File: config.mk
export PLATFORM = sky130hd
export DESIGN_NAME = sfr_pack
export DESIGN_NICKNAME = d
export VERILOG_FILES = /design/src/rtl/spi_dio_pkg.sv /design/src/rtl/sfr_pack.sv
export VERILOG_INCLUDE_DIRS = /design/src /design/src/rtl
export SDC_FILE = /design/constraint.sdc
export NUM_CORES = 1
export LEC_CHECK = 0
export ABC_AREA = 1
export BUFFER_PORTS_ARGS = -buffer_cell sky130_fd_sc_hd__buf_4
export CAP_MARGIN = 20
export CORE_UTILIZATION = 30
export DETAILED_ROUTE_END_ITERATION = 7
export SLEW_MARGIN = 20
export SYNTH_ARGS = -nofsm -noshare
export SYNTH_HDL_FRONTEND = slang
export SYNTH_SLANG_ARGS = --single-unit
File: constraint.sdc
create_clock -name clk -period 1.7 [get_ports clk]
set_input_delay 0.255 -clock clk [delete_from_list [all_inputs] [get_ports clk]]
set_output_delay 0.255 -clock clk [all_outputs]
set_load 0.05 [all_outputs]
File: src/rtl/spi_dio_params.svh
`ifndef SPI_DIO_PARAMS_SVH
`define SPI_DIO_PARAMS_SVH

// ----------------------------------------
// Address map
// ----------------------------------------

// Compared with bus address bits 31:24
`define SPI_BASE_ADDR   8'h40

// Register index, taken from address bit 2
`define SPI_REG_DATA    1'b0    // Data register at base
`define SPI_REG_CFG     1'b1    // Config register at base + 4

// ----------------------------------------
// Config register after reset
// ----------------------------------------

// Divider 0, 8 bits, mode 0, MSB first, automatic SS
`define SPI_CFG_RESET   32'h0000_0800

`endif

File: src/rtl/spi_dio_pkg.sv
package spi_dio_pkg;

    typedef logic [31:0] word_t;        // CPU data word
    typedef logic [7:0]  sck_div_t;     // d gives d+1 clk cycles per SCK half period
    typedef logic [5:0]  nbits_t;       // Bits per transfer, 0 means 32

    // PicoRV32 packed bus, CPU to peripheral
    typedef struct packed {
        logic        valid;
        logic [3:0]  wstrb;
        word_t       addr;
        word_t       wdata;
    } mem_fwd_t;

    // Peripheral back to CPU
    typedef struct packed {
        logic        ready;
        word_t       rdata;
    } mem_ret_t;

    // Config register layout
    typedef struct packed {
        logic        miso;              // Live pin level, read only
        logic        busy;              // Engine busy, read only
        logic [2:0]  rsvd_29_27;
        logic        ss_ctrl;           // SS level in manual mode
        logic        ss_man;            // 1 = manual SS
        logic [5:0]  rsvd_24_19;
        logic        lsb;               // 1 = LSB first
        logic        cpha;
        logic        cpol;              // SCK idle level
        logic [1:0]  rsvd_15_14;
        nbits_t      nbits;
        sck_div_t    clk_div;
    } spi_cfg_t;

    // Engine phases
    typedef enum logic [1:0] {
        IDLE,
        LEAD,
        SHIFT,
        TRAIL
    } spi_state_t;

endpackage

File: src/rtl/sfr_pack.sv
`include "spi_dio_params.svh"

module sfr_pack
    import spi_dio_pkg::*;
(
    input  logic     clk,
    input  logic     rst_n,
    input  mem_fwd_t mem_fwd,
    output mem_ret_t mem_ret,
    input  word_t    rd_data_reg,       // Read value at base
    input  word_t    rd_cfg_reg,        // Read value at base + 4
    output word_t    data_reg,
    output spi_cfg_t cfg_reg,
    output logic     wr_start
);

    logic  hit;
    logic  accept;
    logic  is_data;
    logic  is_cfg;
    logic  answered;                    // Set once the current valid got its reply
    logic  ready_q;
    logic  start_q;
    word_t rdata_q;
    word_t data_q;
    word_t cfg_q;

    // ----------------------------------------
    // Decode
    // ----------------------------------------
    assign hit     = mem_fwd.valid && (mem_fwd.addr[31:24] == `SPI_BASE_ADDR);
    assign accept  = hit && !answered;  // First cycle of a new access
    assign is_data = (mem_fwd.addr[2] == `SPI_REG_DATA);
    assign is_cfg  = (mem_fwd.addr[2] == `SPI_REG_CFG);

    // ----------------------------------------
    // Handshake and registers
    // ----------------------------------------
    always_ff @(posedge clk or negedge rst_n) begin
        if (!rst_n) begin
            answered <= 1'b0;
            ready_q  <= 1'b0;
            start_q  <= 1'b0;
            data_q   <= '0;
            cfg_q    <= `SPI_CFG_RESET;
        end else begin
            ready_q <= accept;                              // One-cycle reply
            start_q <= accept && is_data && mem_fwd.wstrb[0];
            if (!mem_fwd.valid) begin
                answered <= 1'b0;                           // Re-arm after valid drops
            end else if (accept) begin
                answered <= 1'b1;
            end
            // Byte-wise writes, a read has no strobes
            if (accept) begin
                for (int b = 0; b < 4; b++) begin
                    if (mem_fwd.wstrb[b]) begin
                        if (is_cfg) begin
                            cfg_q[8*b +: 8] <= mem_fwd.wdata[8*b +: 8];
                        end else begin
                            data_q[8*b +: 8] <= mem_fwd.wdata[8*b +: 8];
                        end
                    end
                end
            end
        end
    end

    // Read mux, captured together with ready
    always_ff @(posedge clk) begin
        if (accept) begin
            rdata_q <= is_cfg ? rd_cfg_reg : rd_data_reg;
        end
    end

    assign mem_ret.ready = ready_q;
    assign mem_ret.rdata = rdata_q;
    assign data_reg      = data_q;
    assign cfg_reg       = spi_cfg_t'(cfg_q);
    assign wr_start      = start_q;     // Same cycle as ready, data_reg already updated

endmodule

; ---- Word-level counts from Yosys, hierarchy flattened
; Cells that the tools add are included.
[totals]
reg_bits = 99
out_inout_bits = 98
wordCells = 31
[classes]
n_eq_ne = 2
muxes = 3
bitwise_logic = 1
n_reduce_logical = 13
[op_table]
columns = op, n
row1 = 32-bit two-way mux, 1
row2 = 3-bit AND reduction, 8
row3 = 8-bit by 7-bit == test with 1-bit output (second input constant), 1
row4 = 1-bit logical AND, 4
row5 = 1-bit two-way mux, 2
row6 = 2-bit by 1-bit != test with 1-bit output (second input constant), 1
row7 = 1-bit logical NOT, 1
row8 = 1-bit inverter, 1

; ---- Depth between registers and ports, before layout
; Gate-level depths: netlist (run 1).
[depth]
ltp_word = 5
ltp_mapped = 9

; ---- Worst setup path before layout (run 1)
; Ideal clock, no wire load.
[synth_path]
path_type = register -> register
startpoint = reg answered
endpoint = reg rdata_q[0], enable pin
arrival_ns = 1.267
required_ns = 1.322
slack_ns = 0.056
stages_incl_launch_ff = 5
synth_period_minus_slack_ns = 1.644
cell_sequence = dfrtp_1 > nor2_4 > inv_2 > nor2_1 > buf_2
[synth_via]
elab_chain_len = 2
[synth_lines]
columns = item, line_no
row1 = "start, declared", sfr_pack.sv:21  ; logic answered;
row2 = "start signal, assigned", sfr_pack.sv:41  ; answered <= 1'b0;
row3 = "start signal, assigned", sfr_pack.sv:50  ; answered <= 1'b0;
row4 = "start signal, assigned", sfr_pack.sv:52  ; answered <= 1'b1;
row5 = 1-bit logical NOT, sfr_pack.sv:32  ; assign accept = hit && !answered;
row6 = 1-bit logical AND, sfr_pack.sv:32
row7 = via accept, sfr_pack.sv:18  ; logic accept;
row8 = "end signal, assigned", sfr_pack.sv:72  ; rdata_q <= is_cfg ? rd_cfg_reg : rd_data_reg;
row9 = "end, declared", sfr_pack.sv:24  ; word_t rdata_q;
; The timed path passes the listed nets, and every way through them passes these cells.
; A chain may end at the register's enable or synchronous reset.

; ---- Final worst setup path (run 1)
[layout_path]
startpoint = reg answered
endpoint = reg data_q[28], in the netlist data_reg[28]
[layout_via]
elab_chain_len = 3
[layout_lines]
columns = item, line_no
row1 = 1-bit logical NOT, sfr_pack.sv:32
row2 = 1-bit logical AND, sfr_pack.sv:32
row3 = 3-bit AND reduction (no line), n/a
row4 = "end signal, assigned by index", sfr_pack.sv:61  ; data_q[8*b +: 8] <= mem_fwd.wdata[8*b +: 8];
row5 = "end, declared", sfr_pack.sv:25  ; word_t data_q;
; Every way passes these cells.

==> flow_summary.toml, run 1 <==
[worst_setup_path]
end_kind = "register"
crit_arrival_ns = 1.69
cp_num_buf_inv = 1
path_max_fanout = 8
start_kind = "register"
crit_path_cell_trace = "nor2_4 -> buf_4 -> nand4_1 -> nand2_1 -> nand2_1"
crit_path_frequent_cell = "nand2_1"
slowest_stage = "dfrtp_1"
cp_top_family = "simple AND/OR/NAND/NOR gates"
cp.required_ns = 1.94
max_stage_delay_ns = 0.41
worstSetupPathType = "register to register"

[floorplanning]
ios = 233
coreArea_sq_um = 13800
rows = 43
die_h_um = 121
dieArea_sq_um = 14600
chipWidth_um = 121
start_util_pct = 30.6

[routing]
first_pass_iters = 4
vias = 3997
vias_per_cell = 4.72
drc = 0
ant_nets = 0
wirelength_mm = 13.0
drt_iter0_markers = 240
wl_per_cell_um = 15.3

[yosys]
ys_ff_latch = 99
syn_nets = 590
syn_area_per_cell_sq_um = 9.29
yosys.cell_count.top_type = "nand2_1"
synthCells = 455
synthTopCellsByCount = "nand2_1, nand4_1, dfrtp_1"
yosys.area.top_type = "dfrtp_1"
synth_cell_types = 15
syn_area_sq_um = 4230
ys.flop_type = "dfrtp_1"
ys_seq_area_share_pct = 62.4
ys_warn_count = 0
synth-async-reset-ratio_pct = 67.7
synth_edf_count = 32
yosys-top-cells-area = "dfrtp_1, edfxtp_1, nand2_1, nand4_1, buf_6"
yosysTopAreaCellShare_pct = 39.1

[power_and_ir_drop]
power_density_nw_per_um2 = 809
total_power_w = 0.00515
p_sw_share_pct = 24.4
seq_power_share_pct = 48.6
ir_drop_mv = 0.435
combPwrFrac_pct = 11.5
power.internal_w = 0.00390
pwr-share-clk_pct = 39.9
leakage_nw = 3.40
switchingPower_w = 0.00126

[cts]
numCtsBuffers = 9
cts_setup_buffers = 0
cts.htree.levels = 3
clock-sinks = 99
clock_path_buffers = 2
cts_tree = "done"
clock_latency_ns = 0.35
clkSlewWorstSetupHoldPaths_ns = 0.07
root_buffer = "clkbuf_16"

[final_layout]
layout.nets = 797
regArea_sq_um = 2640
layout-drive-gt1-share_pct = 37.0
area_growth_pct = 50.6
nFillCells = 1336
multi_input_area_sq_um = 1390
diodes = 0

[timing]
tns_ns = 0
period_needed_ns = 1.46
final-hold-violation-count = 0
rsz0062_at_grt = "false"
fin_ws_ns = 0.243
final_max_slew_viol_count = 0
worstMarginPinSlew_ns = 0.443
period_share_pct = 85.7
max_freq_mhz = 686
skew_ns = 0.00391
slew_headroom_pct = 70.4
final-setup-viol-count = 0
hold_ws_ns = 0.147

[worst_hold_path]
worst_hold_path_type = "input port to register"

[status]
outcome = "complete, no violations"

[placed_design]
gp_congestion = 0.854
dpl.hpwl_mm = 9.28
dpl_worst_slack_ns = 0.0575
port_buffers = 209

[global_routing]
grt_usage_pct = 18.1
grt_pass1_wl_mm = 20.1
overflow = 0
grt_max_degree = 41
grt_pass1_vias = 3888
grt_antenna_before_repair = 0

[job]
maxCapViolations = 0
[final timing paths]
path | startpoint | to | slack (ns) | cells after the start
max | answered | data_reg[28] | 0.24 | 5
min | mem_fwd[11] | cfg_reg[11] | 0.15 | 3
min reg2reg | cfg_reg[11] | cfg_reg[11] | 0.47 | 2
max reg2reg | answered | data_reg[28] | 0.24 | 5
max in group asynchronous | rst_n | cfg_reg[11] | 0.71 | 3
min in group asynchronous | rst_n | cfg_reg[12] | 0.36 | 2
[what timing repair did]
| action | CTS | global route |
|---|---|---|
| resized for setup | 0 | 0 |
| hold buffers | 1 | 0 |
| endpoints found under the hold margin | 27 | 0 |
[routing by layer]
layer,vias up,global-route usage (%),wire [um]
met1,1885,23.2,5640
met5,-,0,0
met3,15,4.10,966
li1,1934,-,-
met4,0,7.56,232
met2,163,29.5,6140
[cell usage in the layout, fill, tap and decap left out, types with 2 or more instances in the layout]
master / instances
inv_1: 9
nand4_1: 71
nand2_1: 231
dfrtp_1: 66
edfxtp_1: 32
clkinvlp_4: 2
inv_2: 3
buf_12: 6
clkbuf_16: 9
clkinv_4: 2
nor2_4: 3
buf_4: 219
nor2_1: 8
[power by group through the flow]
| stage | Clock [W] | Sequential (W) | Combinational, W |
|---|---|---|---|
| finish | 0.00205 | 0.00251 | 0.000593 |
| CTS | 0.00211 | 0.00251 | 0.000601 |
| global placement | 0 | 0.00255 | 0.000587 |
| floorplan | 0 | 0.00264 | 0.000148 |
| global route | 0.00222 | 0.00251 | 0.000645 |
| detailed placement | 0 | 0.00255 | 0.000597 |
[worst register-to-register path: cells and delay by family, from the launching register on]
family                 cells  cell delay (ns)
buffers and inverters      1             0.17
and+or+nand+nor            4             0.78
DFF                        1             0.41
[through the flow]
stage | instances | instance area (sq um) | util (%)
after detailed placement | 830 | 6060 | 43.8
after CTS | 847 | 6370 | 46.0
final | 847 | 6370 | 46.0
after global placement | 830 | 6060 | 43.8
after floorplan | 455 | 4230 | -
after global routing | 847 | 6370 | 46.0
[cells by family after synthesis]
| kind of cell | share of synthesized area, % |
|---|---|
| AND/OR/NAND/NOR | 32.6 |
| flip-flops | 62.4 |
| buffers and inverters | 4.94 |
[final cells by class]
class,count,area share [%]
well taps,180,3.54
repair buffers,226,27.9
inverters,12,0.708
multi-input cells,314,21.8
clock inverters,6,1.04
flip-flops and latches,99,41.5
clock buffers,10,3.60
Power figures use the tool's default switching activity.
==> run 2, diff against run 1 <==
--- a/config.mk
+++ b/config.mk
@@ -9,7 +9,9 @@
 export ABC_AREA = 1
 export BUFFER_PORTS_ARGS = -buffer_cell sky130_fd_sc_hd__buf_4
 export CAP_MARGIN = 20
+export CORE_MARGIN = 2
 export CORE_UTILIZATION = 30
+export CTS_BUF_LIST = sky130_fd_sc_hd__clkbuf_4
 export DETAILED_ROUTE_END_ITERATION = 7
 export SLEW_MARGIN = 20
 export SYNTH_ARGS = -nofsm -noshare
==> run 2 against run 1 <==
Compared with the run above:
- via count fell by 0.83%
- highest routed layer unchanged
- sequential cell count did not move
- sequential share of layout area rose by 1.4 points
- die area rose by 3.3%
- critical endpoint is now cfg_reg[10]
- utilization fell by 1.5 points
==> flow_summary.toml, run 2 (synthesized netlist as in run 1, its figures left out) <==
[power_and_ir_drop]
ir_drop_mv = 0.396
leakage_nw = 3.31
total_power_w = 0.00446
power_density_nw_per_um2 = 726

[worst_setup_path]
cp_top_family = "simple AND/OR/NAND/NOR gates"
cp.required_ns = 2.08
cp_num_buf_inv = 2
worstSetupPathType = "register to register"
crit_path_frequent_cell = "nor2_4"
crit_arrival_ns = 1.83
crit_path_cell_trace = "nor2_4 -> inv_2 -> nor2_4 -> buf_4 -> nand4_1 -> nand2_1"
max_stage_delay_ns = 0.43
start_kind = "register"
slowest_stage = "dfrtp_1"
end_kind = "register"
path_max_fanout = 40

[placed_design]
placed_area_sq_um = 5980
port_buffers = 209
dpl.hpwl_mm = 9.25
post-place-cells = 823
gp_congestion = 0.881

[global_routing]
grt_pass1_vias = 3934
grt_max_degree = 69
grt_antenna_before_repair = 1
grt_pass1_wl_mm = 20.0
overflow = 0
grt_usage_pct = 17.2

[final_layout]
layout_commonest_cell = "nand2_1"
final_cell_mix = "nand2_1, buf_4, nand4_1, dfrtp_1, edfxtp_1"
layout.nets = 790
layout-drive-gt1-share_pct = 36.4
nFillCells = 1349
stdcell_count = 841
multi_input_area_sq_um = 1390
regArea_sq_um = 2640
area_growth_pct = 45.5
final_cell_area_sq_um = 6150

[routing]
wl_per_cell_um = 15.5
drc = 0
drt_iter0_markers = 219
ant_nets = 0
wirelength_mm = 13.0
vias_per_cell = 4.71
first_pass_iters = 4
vias = 3964

[floorplanning]
rows = 43
start_util_pct = 30.6
coreArea_sq_um = 13800
dieArea_sq_um = 15100
die_h_um = 123
chipWidth_um = 123
ios = 233

[cts]
clock_path_buffers = 2
cts_tree = "done"
post_cts_resized = 0
clock-sinks = 99
numCtsBuffers = 9
clock_latency_ns = 0.44
clkSlewWorstSetupHoldPaths_ns = 0.15
cts.htree.levels = 3
root_buffer = "clkbuf_4"

[timing]
worstMarginPinSlew_ns = 0.429
slew_headroom_pct = 71.3
max_freq_mhz = 691
final_max_slew_viol_count = 0
period_needed_ns = 1.45
skew_ns = 0.0155
final-hold-violation-count = 0
tns_ns = 0
period_share_pct = 85.1
rsz0062_at_grt = "false"
hold_ws_ns = 0.0581
final-setup-viol-count = 0

[job]
maxCapViolations = 0

[status]
outcome = "complete, no violations"

[worst_hold_path]
worst_hold_path_type = "input port to register"
run 2: cell types whose count changed in the layout (fill, tap and decap cells not counted), sizes merged:
| cell | before | now |
|---|---|---|
| clkinv | 3 | 4 |
| buf | 225 | 218 |
| bufinv | 1 | 2 |
| clkinvlp | 2 | 0 |
| diode | 0 | 1 |
run 2: worst min-delay path: stages:
cell and delay (ns):
buf_4 0.08, nand4_1 0.08, nand2_1 0.06
run 2: through the flow:
step | util [%] | worst slack, ns
finish | 44.5 | 0.253
global route | 44.5 | 0.109
CTS | 44.5 | 0.221
detailed placement | 43.3 | 0.0745
global placement | 43.3 | 0.122
floorplan | - | 0.0556
run 2: worst paths after layout:
path,depth (start not counted),endpoint,slack [ns],startpoint
min in group asynchronous,2,cfg_reg[13],0.23,rst_n
max,6,cfg_reg[10],0.25,answered
max reg2reg,6,cfg_reg[10],0.25,answered
min,3,data_reg[26],0.06,mem_fwd[26]
max in group asynchronous,3,cfg_reg[11],0.85,rst_n
min reg2reg,2,cfg_reg[11],0.49,cfg_reg[11]
run 2: final cells by class:
cell class                 count  share of cell area (%)
sequential                    99                    42.9
timing repair buffer         219                    27.6
multi-input combinational    314                    22.6
tap                          180                    3.66
clock inverter                 6                    1.32
clock buffer                  10                    1.22
inverter                      12                   0.732
antenna                        1                  0.0407
run 2: repair_timing:
action                    in CTS  in global routing
hold buffers                   1                  0
buffers inserted               0                  0
hold endpoints to repair      24                  0
run 2: report_power, final:
group | internal (W) | total (W) | switching [W]
registers | 0.00249 | 0.00251 | 0.0000144
logic | 0.000255 | 0.000585 | 0.000329
clock network | 0.000605 | 0.00137 | 0.000767
run 2: metal layers:
metal | global-route usage (%) | up-vias | share of wire (%)
li1 | - | 1920 | -
met1 | 21.0 | 1867 | 42
met2 | 29.6 | 167 | 48
met3 | 4.51 | 10 | 8.4
met4 | 5.68 | 0 | 1.4
met5 | 0 | - | 0
==> run 3, diff against run 2 <==
--- a/config.mk
+++ b/config.mk
@@ -9,9 +9,11 @@
 export ABC_AREA = 1
 export BUFFER_PORTS_ARGS = -buffer_cell sky130_fd_sc_hd__buf_4
 export CAP_MARGIN = 20
+export CORE_ASPECT_RATIO = 1.25
 export CORE_MARGIN = 2
 export CORE_UTILIZATION = 30
 export CTS_BUF_LIST = sky130_fd_sc_hd__clkbuf_4
+export CTS_CLUSTER_DIAMETER = 50
 export DETAILED_ROUTE_END_ITERATION = 7
 export SLEW_MARGIN = 20
 export SYNTH_ARGS = -nofsm -noshare
==> run 3 against run 2 <==
Compared with the run above:
- via count decreased by 1.9%
- maximum frequency is 0.39% higher
- die area barely moved
- cell count fell by 0.12%
- worst hold slack got worse by 0.013 ns
- critical path type unchanged
==> flow_summary.toml, run 3 (synthesized netlist as in run 1, its figures left out) <==
[power_and_ir_drop]
ir_drop_mv = 0.368
power_density_nw_per_um2 = 699
leakage_nw = 3.32

[worst_setup_path]
start_kind = "register"
cp_num_buf_inv = 1
end_kind = "register"
path_max_fanout = 8
worstSetupPathType = "register to register"
crit_path_cell_trace = "nor2_4 -> buf_4 -> nand4_1 -> nand2_1 -> nand2_1"
max_stage_delay_ns = 0.43
crit_arrival_ns = 1.79
cp.required_ns = 2.05
crit_path_frequent_cell = "nand2_1"
cp_top_family = "simple AND/OR/NAND/NOR gates"
slowest_stage = "dfrtp_1"
rrSetupSlack_ns = 0.26

[routing]
drt_iter0_markers = 142
wl_per_cell_um = 15.2
vias = 3888
drc = 0
wirelength_mm = 12.8
ant_nets = 0
vias_per_cell = 4.63
first_pass_iters = 4

[floorplanning]
rows = 48
coreArea_sq_um = 13800
dieArea_sq_um = 15100
start_util_pct = 30.6
die_h_um = 137
ios = 233
chipWidth_um = 110

[global_routing]
grt_pass1_vias = 3776
overflow = 0
grt_usage_pct = 16.3
gr-usage-met3_pct = 5.19
grt_max_degree = 43
grt-busiest-layer = "met2"
grt_use_met2_pct = 28.7
use_met1_pct = 18.8
grt_antenna_before_repair = 0
grt_pass1_wl_mm = 18.5

[cts]
numCtsBuffers = 9
cts_setup_buffers = 0
root_buffer = "clkbuf_4"
clock_path_buffers = 2
clock_latency_ns = 0.44
cts_tree = "done"
clkSlewWorstSetupHoldPaths_ns = 0.15
post_cts_resized = 0
clock-sinks = 99
cts.htree.levels = 3

[timing]
hold_ws_ns = 0.0448
final-setup-viol-count = 0
skew_ns = 0.0178
period_needed_ns = 1.44
max_freq_mhz = 694
period_share_pct = 84.8
final_max_slew_viol_count = 0
worstMarginPinSlew_ns = 0.519
slew_headroom_pct = 65.4
final-hold-violation-count = 0
tns_ns = 0
rsz0062_at_grt = "false"

[final_layout]
layout_commonest_cell = "nand2_1"
layout.nets = 796
utilization_pct = 44.8
final_cell_mix = "nand2_1, buf_4, nand4_1, dfrtp_1, edfxtp_1"
layout-drive-gt1-share_pct = 36.7
stdcell_count = 840
final_cell_area_sq_um = 6180
diodes = 0
area_growth_pct = 46.3

[placed_design]
gp_congestion = 0.742
dpl.hpwl_mm = 9.27
port_buffers = 209
placed_area_sq_um = 6010
post-place-cells = 821

[status]
outcome = "complete, no violations"

[job]
maxCapViolations = 0

[worst_hold_path]
worst_hold_path_type = "input port to register"
## run 3: final timing paths
path | from | end | cells after the start
worst min-delay path | mem_fwd[11] | cfg_reg[11] | 3
worst min register to register | cfg_reg[11] | cfg_reg[11] | 2
min in group asynchronous | rst_n | cfg_reg[10] | 2
max in group asynchronous | rst_n | data_reg[23] | 3
worst max-delay path | answered | cfg_reg[17] | 5
worst max register to register | answered | cfg_reg[17] | 5
## run 3: what timing repair did
action / 4_1_cts / 5_1_grt
endpoints found under the setup margin: 0 / 0
hold buffers: 1 / 3
hold endpoints to repair: 35 / 3
## run 3: metrics by stage
| stage | setup slack (ns) | total power, W |
|---|---|---|
| floorplan | 0.0556 | 0.00279 |
| global placement | 0.117 | 0.00312 |
| detailed placement | 0.0669 | 0.00314 |
| CTS | 0.212 | 0.00440 |
| global route | 0.150 | 0.00454 |
| finish | 0.258 | 0.00433 |
## run 3: per-layer routing
metal / vias up / routed length [um]
met5: - / 0
li1: 1924 / -
met3: 12 / 1110
met1: 1780 / 5220
met2: 172 / 6300
met4: 0 / 157
## run 3: layout make-up
cell class | count | area [sq um]
Clock buffer | 9 | 67.6
Fill cell | 1344 | 7630
Tap cell | 175 | 219
Inverter | 12 | 45.0
Sequential cell | 99 | 2640
Clock inverter | 6 | 65.1
Multi-Input combinational cell | 314 | 1390
Timing Repair Buffer | 225 | 1760
## run 3: tightest hold or removal path: stages
cell and delay, ns:
buf_4 0.11, nand4_1 0.08, nand2_1 0.05
## run 3: power by group
part	internal [W]	total (W)	switching [W]
logic	0.000257	0.000582	0.000325
registers	0.00249	0.00251	0.0000142
clock network	0.000445	0.00124	0.000793
total	0.00319	0.00433	0.00113
